File: config.mk
export PLATFORM = sky130hd
export DESIGN_NAME = cla_adder_top
export DESIGN_NICKNAME = d
export VERILOG_FILES = /design/src/verilog/adder_cfg_pkg.sv /design/src/verilog/adder_types_pkg.sv /design/src/verilog/cla_adder_top.sv /design/src/verilog/sum_stage.sv /design/src/verilog/carry_network.sv /design/src/verilog/lookahead_group.sv /design/src/verilog/operand_stage.sv
export SDC_FILE = /design/constraint.sdc
export NUM_CORES = 1
export LEC_CHECK = 0
export ABC_AREA = 1
export BUFFER_PORTS_ARGS = -buffer_cell sky130_fd_sc_hd__buf_2
export CAP_MARGIN = 20
export CORE_ASPECT_RATIO = 1.1
export CORE_UTILIZATION = 52
export DETAILED_ROUTE_END_ITERATION = 10
export GPL_TIMING_DRIVEN = 1
export PLACE_DENSITY = 0.78
export REMOVE_ABC_BUFFERS = 1
export SKIP_LAST_GASP = 1
export SLEW_MARGIN = 20
export SYNTH_ARGS = -nofsm -noshare
export SYNTH_HDL_FRONTEND = slang
export SYNTH_SLANG_ARGS = --single-unit
File: constraint.sdc
create_clock -name clk_i -period 1.75 [get_ports clk_i]
set_input_delay 0 -clock clk_i [delete_from_list [all_inputs] [get_ports clk_i]]
set_output_delay 0 -clock clk_i [all_outputs]
set_load 0.03 [all_outputs]
File: src/verilog/adder_cfg_pkg.sv
/*
  Size constants for the registered carry-lookahead adder.
  Every RTL module and the types package take their widths from here.
  The width must stay a whole multiple of the group size.
*/

package adder_cfg_pkg;

    // operand and sum width
    localparam int DATA_WIDTH = 16;

    // bits handled by one first-level lookahead cell
    localparam int GROUP_SIZE = 4;

    // first-level cells feeding the second-level lookahead
    localparam int NUM_GROUPS = DATA_WIDTH / GROUP_SIZE;

endpackage
File: src/verilog/adder_types_pkg.sv
/*
  Packed structs that carry data between the adder stages.
  Operands enter as operand_t, leave the input register as pg_t,
  the carry network returns carry_t and the output register holds result_t.
*/

package adder_types_pkg;

    import adder_cfg_pkg::*;

    typedef struct packed {
        logic [DATA_WIDTH-1:0] a;
        logic [DATA_WIDTH-1:0] b;
        logic                  carry_in;
    } operand_t;

    // carry_in rides along so the carry network sees the same operand pair
    typedef struct packed {
        logic [DATA_WIDTH-1:0] g;         // bitwise generate
        logic [DATA_WIDTH-1:0] p;         // bitwise propagate
        logic                  carry_in;
    } pg_t;

    typedef struct packed {
        logic [DATA_WIDTH-1:0] c;         // carry into bit k, c[0] is carry_in
        logic                  carry_out;
    } carry_t;

    typedef struct packed {
        logic [DATA_WIDTH-1:0] sum;
        logic                  carry_out;
    } result_t;

endpackage

File: src/verilog/cla_adder_top.sv
/*
  Registered 16-bit carry-lookahead adder, sum_o = a_i + b_i + carry_i.
  A new pair may be applied every clock; the result appears one edge
  after the operands are captured, with no stall and no handshake.
*/

`timescale 1ns/10ps

module cla_adder_top (
    input  logic                               clk_i,
    input  logic                               reset_i,
    input  logic [adder_cfg_pkg::DATA_WIDTH-1:0] a_i,
    input  logic [adder_cfg_pkg::DATA_WIDTH-1:0] b_i,
    input  logic                               carry_i,
    output logic [adder_cfg_pkg::DATA_WIDTH-1:0] sum_o,
    output logic                               carry_o
);

    import adder_types_pkg::*;

    operand_t operand;
    pg_t      pg;
    carry_t   carry;
    result_t  result;

    assign operand.a        = a_i;
    assign operand.b        = b_i;
    assign operand.carry_in = carry_i;

    operand_stage u_operand_stage (
        .clk_i    (clk_i),
        .reset_i  (reset_i),
        .operand_i(operand),
        .pg_o     (pg)
    );

    carry_network u_carry_network (
        .pg_i   (pg),
        .carry_o(carry)
    );

    sum_stage u_sum_stage (
        .clk_i   (clk_i),
        .reset_i (reset_i),
        .pg_i    (pg),
        .carry_i (carry),
        .result_o(result)
    );

    assign sum_o   = result.sum;
    assign carry_o = result.carry_out;

endmodule

File: src/verilog/sum_stage.sv
/*
  Output side of the adder. Each sum bit is the propagate bit xor the
  carry into that bit; sum and carry-out are captured together in the
  result register one edge after the operand register.
*/

`timescale 1ns/10ps

module sum_stage (
    input  logic                     clk_i,
    input  logic                     reset_i,
    input  adder_types_pkg::pg_t     pg_i,
    input  adder_types_pkg::carry_t  carry_i,
    output adder_types_pkg::result_t result_o
);

    import adder_cfg_pkg::*;
    import adder_types_pkg::*;

    logic [DATA_WIDTH-1:0] sum;
    result_t               result_d;

    assign sum = pg_i.p ^ carry_i.c;  // g plays no part in the sum itself

    always_comb begin
        result_d.sum       = sum;
        result_d.carry_out = carry_i.carry_out;
    end

    always_ff @(posedge clk_i) begin
        if (reset_i) begin
            result_o <= '0;
        end else begin
            result_o <= result_d;  // loads every cycle, two pairs in flight
        end
    end

endmodule

File: src/verilog/carry_network.sv
/*
  Two-level carry-lookahead network, purely combinational.
  One lookahead_group per 4-bit slice forms the in-slice carries; the
  second level derives each slice carry-in and the adder carry-out
  directly from the group terms, so no carry ripples between slices.
*/

`timescale 1ns/10ps

module carry_network (
    input  adder_types_pkg::pg_t    pg_i,
    output adder_types_pkg::carry_t carry_o
);

    import adder_cfg_pkg::*;

    logic [NUM_GROUPS-1:0] group_g;    // per-slice generate
    logic [NUM_GROUPS-1:0] group_p;    // per-slice propagate
    logic [NUM_GROUPS-1:0] group_cin;  // carry into each slice
    logic [DATA_WIDTH-1:0] bit_carry;  // bit_carry[k] is the carry into bit k+1
    logic                  carry_out;

    for (genvar gi = 0; gi < NUM_GROUPS; gi++) begin : g_group
        lookahead_group u_group (
            .g_i      (pg_i.g[gi*GROUP_SIZE +: GROUP_SIZE]),
            .p_i      (pg_i.p[gi*GROUP_SIZE +: GROUP_SIZE]),
            .carry_i  (group_cin[gi]),
            .carry_o  (bit_carry[gi*GROUP_SIZE +: GROUP_SIZE]),
            .group_g_o(group_g[gi]),
            .group_p_o(group_p[gi])
        );
    end

    // second level, same sum-of-products shape as inside a slice
    assign group_cin[0] = pg_i.carry_in;

    assign group_cin[1] = group_g[0]
                        | (group_p[0] & pg_i.carry_in);

    assign group_cin[2] = group_g[1]
                        | (group_p[1] & group_g[0])
                        | (group_p[1] & group_p[0] & pg_i.carry_in);

    assign group_cin[3] = group_g[2]
                        | (group_p[2] & group_g[1])
                        | (group_p[2] & group_p[1] & group_g[0])
                        | (group_p[2] & group_p[1] & group_p[0] & pg_i.carry_in);

    // fast carry-out straight from the group terms
    assign carry_out = group_g[3]
                     | (group_p[3] & group_g[2])
                     | (group_p[3] & group_p[2] & group_g[1])
                     | (group_p[3] & group_p[2] & group_p[1] & group_g[0])
                     | (group_p[3] & group_p[2] & group_p[1] & group_p[0] & pg_i.carry_in);

    // bit 0 takes the adder carry-in, the rest come from the slices
    assign carry_o.c         = {bit_carry[DATA_WIDTH-2:0], pg_i.carry_in};
    assign carry_o.carry_out = carry_out;

endmodule

File: src/verilog/lookahead_group.sv
/*
  First-level lookahead cell for one 4-bit slice.
  Every carry is a flat sum of products of g, p and the slice carry-in.
  Group generate and propagate feed the second-level lookahead.
*/

`timescale 1ns/10ps

module lookahead_group (
    input  logic [adder_cfg_pkg::GROUP_SIZE-1:0] g_i,
    input  logic [adder_cfg_pkg::GROUP_SIZE-1:0] p_i,
    input  logic                                 carry_i,
    output logic [adder_cfg_pkg::GROUP_SIZE-1:0] carry_o,  // carries into bits 1..4
    output logic                                 group_g_o,
    output logic                                 group_p_o
);

    // carry into bit 1
    assign carry_o[0] = g_i[0]
                      | (p_i[0] & carry_i);

    // carry into bit 2
    assign carry_o[1] = g_i[1]
                      | (p_i[1] & g_i[0])
                      | (p_i[1] & p_i[0] & carry_i);

    // carry into bit 3
    assign carry_o[2] = g_i[2]
                      | (p_i[2] & g_i[1])
                      | (p_i[2] & p_i[1] & g_i[0])
                      | (p_i[2] & p_i[1] & p_i[0] & carry_i);

    // carry out of the slice
    assign carry_o[3] = g_i[3]
                      | (p_i[3] & g_i[2])
                      | (p_i[3] & p_i[2] & g_i[1])
                      | (p_i[3] & p_i[2] & p_i[1] & g_i[0])
                      | (p_i[3] & p_i[2] & p_i[1] & p_i[0] & carry_i);

    // slice produces a carry by itself
    assign group_g_o = g_i[3]
                     | (p_i[3] & g_i[2])
                     | (p_i[3] & p_i[2] & g_i[1])
                     | (p_i[3] & p_i[2] & p_i[1] & g_i[0]);

    assign group_p_o = &p_i;  // slice passes an incoming carry through

endmodule

File: src/verilog/operand_stage.sv
/*
  Input side of the adder. Captures both operands and the carry-in on
  every rising edge and derives per-bit generate and propagate from the
  registered pair. The pg_o output is combinational from the register.
*/

`timescale 1ns/10ps

module operand_stage (
    input  logic                      clk_i,
    input  logic                      reset_i,
    input  adder_types_pkg::operand_t operand_i,
    output adder_types_pkg::pg_t      pg_o
);

    import adder_types_pkg::*;

    operand_t operand_q;  // registered operand pair

    // a new pair is accepted on every clock, no enable
    always_ff @(posedge clk_i) begin
        if (reset_i) begin
            operand_q <= '0;
        end else begin
            operand_q <= operand_i;
        end
    end

    // a zero register yields g = p = 0, so the result also reads zero
    always_comb begin
        pg_o.g        = operand_q.a & operand_q.b;  // both ones, carry born here
        pg_o.p        = operand_q.a ^ operand_q.b;  // exactly one, carry passes
        pg_o.carry_in = operand_q.carry_in;
    end

endmodule

==> summary.md <==
| Metric | Value |
|---|---|
| Core footprint | `~4000 um^2` |
| Detail Route Antenna Nets | `0` |
| CTS Root Cell | `clkbuf_8` |
| Min cycle time layout | `1630 ps` |
| Busiest grt layer | `met2` |
| First-pass GRT wire length | `7200 um` |
| Initial core utilization | `54.4%` |
| Setup violators final | `0` |
| Commonest non-fill, non-tap cell in the layout | `inv_1` |
| # nets final | `418` |
| Worst min-delay path class | `in2reg` |
| Die Wd | `roughly 63 um` |
| Synth area leaders | `dfxtp_1 (46%), inv_1 (10%), ha_1 (9.3%)` |
| Worst Path Arrival | `1830 ps` |
| Critical Path Start Type | `register` |
| I/O pin cnt | `52` |
| Total Negative Setup Slacks | `0 ps` |
| Row count | `24` |
| Setup Skew | `7.79 ps` |
| Endpoints failing hold | `0` |
| Synthesized cell area | `2160 um^2` |
| Total track usage | `20.8%` |
| Synth area leader | `dfxtp_1` |
| CP Capture Type | `register` |
| Slew @ Worst Pin | `439 ps` |
| Max-cap violations | `0` |
| Most frequent cells in the layout | `inv_1 (59), buf_2 (51), nor2_1 (50), dfxtp_1 (50)` |
| Port Buffer Count | `51` |
| Critical path class | `reg2reg` |
| Fillers | `299` |
| Initial antenna violation count | `0` |
| PD cells | `783 nW/um^2` |
| Clock sinks | `50` |
| Met3 usage in global routing | `4.93%` |
| Die Ht | `69.5 um` |
| H-tree depth | `2` |
| Vias | `~1900` |
| GRT overflow | `0` |
| Max Slew Vio Count | `0` |
| Avg Vias per Cell | `between 4 and 5` |
| Warnings from Yosys | `0` |
| Clk buf depth | `2` |
| Worst-Skew Late Latency | `300 ps` |
| Netlist cell types | `27` |
| Area Overhead vs Synth | `38.1%` |
| DR WL/cell | `between 10 and 15 um` |
| Final HPWL DP | `between 2000 and 3000 um` |
| Worst path required time | `1950 ps` |
| Slew margin rel. | `70.7%` |
| Die area | `4410 um^2` |
| Avg Synthesized Cell Area | `7.75 um^2` |
| CTS clk-pin slew, worst paths | `around 80 ps` |
| Outcome | `complete, no violations` |
| Iteration-0 DRC Markers | `around 120` |
| Diode count | `0` |
| GR Util met1 | `19.9%` |
| Peak VDD IR | `0.000536 V` |
| Crit Path Max Fanout | `5` |
| DRC viols | `0` |
| Yosys top cell area share | `46.4%` |
| Seq/Total Area, Yosys | `46.4%` |
| Vias in the first global route | `about 1800` |
| Mapped Cells | `between 200 and 300` |
| Cell Area, Placed | `2470 um^2` |
| DRT Pass-1 Iters | `4` |
| Share of post-route cells with drive strength above 1 | `24.0%` |
| Final design utilization | `75.1%` |
| Final Cycle Share | `93.2%` |
| Post-synthesis register bit count | `50` |
| Pin count of the biggest net entering global routing | `37` |
| CTS tree | `done` |
| FMAX | `613 MHz` |
| Routed WL | `4330 um` |
| Pleak | `1.57 nW` |
| GR Layer Usage met2 | `40.9%` |
| TritonCTS buffer count | `5` |
| Design Area, Final | `2980 um^2` |
| Final GP Congestion | `0.806` |
==> critical path, cell delays in order (launching register included) <==
cell	delay (ps)
dfxtp_1	310
ha_1	300
or2_0	220
nand2_1	90
nand2_2	70
a21oi_2	170
nand2_4	90
nand2_2	80
nand2_2	50
nor2_1	100
nor2_1	50
==> worst paths after layout <==
path                                   end  slack [ps]  cells after the start                           from
setup / recovery  u_sum_stage.result_o[15]         120                     10   u_operand_stage.operand_q[8]
hold / removal    u_sum_stage.result_o[15]         190                      4                        reset_i
setup reg to reg  u_sum_stage.result_o[15]         120                     10   u_operand_stage.operand_q[8]
hold reg to reg    u_sum_stage.result_o[6]         610                      2  u_operand_stage.operand_q[22]
==> cell type report <==
cell class	count	area [um^2]	area share, %
multi-input combinational	162	1010	33.8
inverter	61	229	7.69
clock buffer	7	76.3	2.56
tap	52	65.1	2.18
timing repair buffer	86	601	20.2
sequential	50	1000	33.6
==> metal layers <==
metal / wire length (um) / vias to the layer above
li1: - / 1011
met1: 1790 / 858
met2: 2300 / 49
met3: 142 / 10
met4: 102 / 0
met5: 0 / -
==> per-stage QoR <==
step | cells | hold slack, ps | total power, mW | setup slack, ps
after detailed placement | 378 | 205 | 1.65 | 107
after floorplan | 273 | 66.7 | 1.52 | 221
after global placement | 378 | 199 | 1.64 | 128
after global routing | 418 | 213 | 2.46 | -12.0
after CTS | 418 | 175 | 2.31 | 64.8
final | 418 | 188 | 2.33 | 119
==> report_power, final <==
part	total, mW	internal [mW]	switching [mW]
clock network	0.615	0.276	0.339
logic	0.478	0.209	0.269
registers	1.24	1.21	0.0273
==> cells in the mapped netlist <==
cell and number:
inv_1 59, nand3_2 1, nand4_1 3, a21oi_2 1, nor3_1 2, nand2_4 2
ha_1 16, nand2_1 34, buf_2 1, o21a_1 1, or2_0 1, dfxtp_1 50
a21oi_1 17, a211oi_1 1, o21bai_4 1, nor2_4 1, nand2_2 8, o21ai_0 8
clkbuf_1 3, buf_1 1, nor3b_1 1, inv_2 2, nand3_1 8, nor2_2 1
nor2_1 53, a221oi_1 1, fa_1 1
==> registers in the layout, summed over array words and instances (netlist names) <==
name / flops
u_sum_stage.result_o: 17
u_operand_stage.pg_o: 1
u_operand_stage.operand_q: 32
==> cells by family (layout without fill, tap and decap cells) <==
| family | after synthesis | in the layout | synth area share [%] |
|---|---|---|---|
| flip-flops | 50 | 50 | 46.4 |
| buffers and inverters | 66 | 154 | 11.5 |
| AND/OR/NAND/NOR | 115 | 115 | 23.6 |
| adder cells (fa/ha/maj) | 17 | 17 | 10.2 |
| AO/OA/AOI/OAI | 30 | 30 | 8.18 |
==> repair_timing <==
item                                   in CTS  in global routing
setup buffers                               0                  0
gates resized for setup                     0                 16
hold buffers                               33                  0
endpoints found under the hold margin      33                  0
setup endpoints to repair                   0                  6
Note: power is estimated with default switching activity, not from simulation.
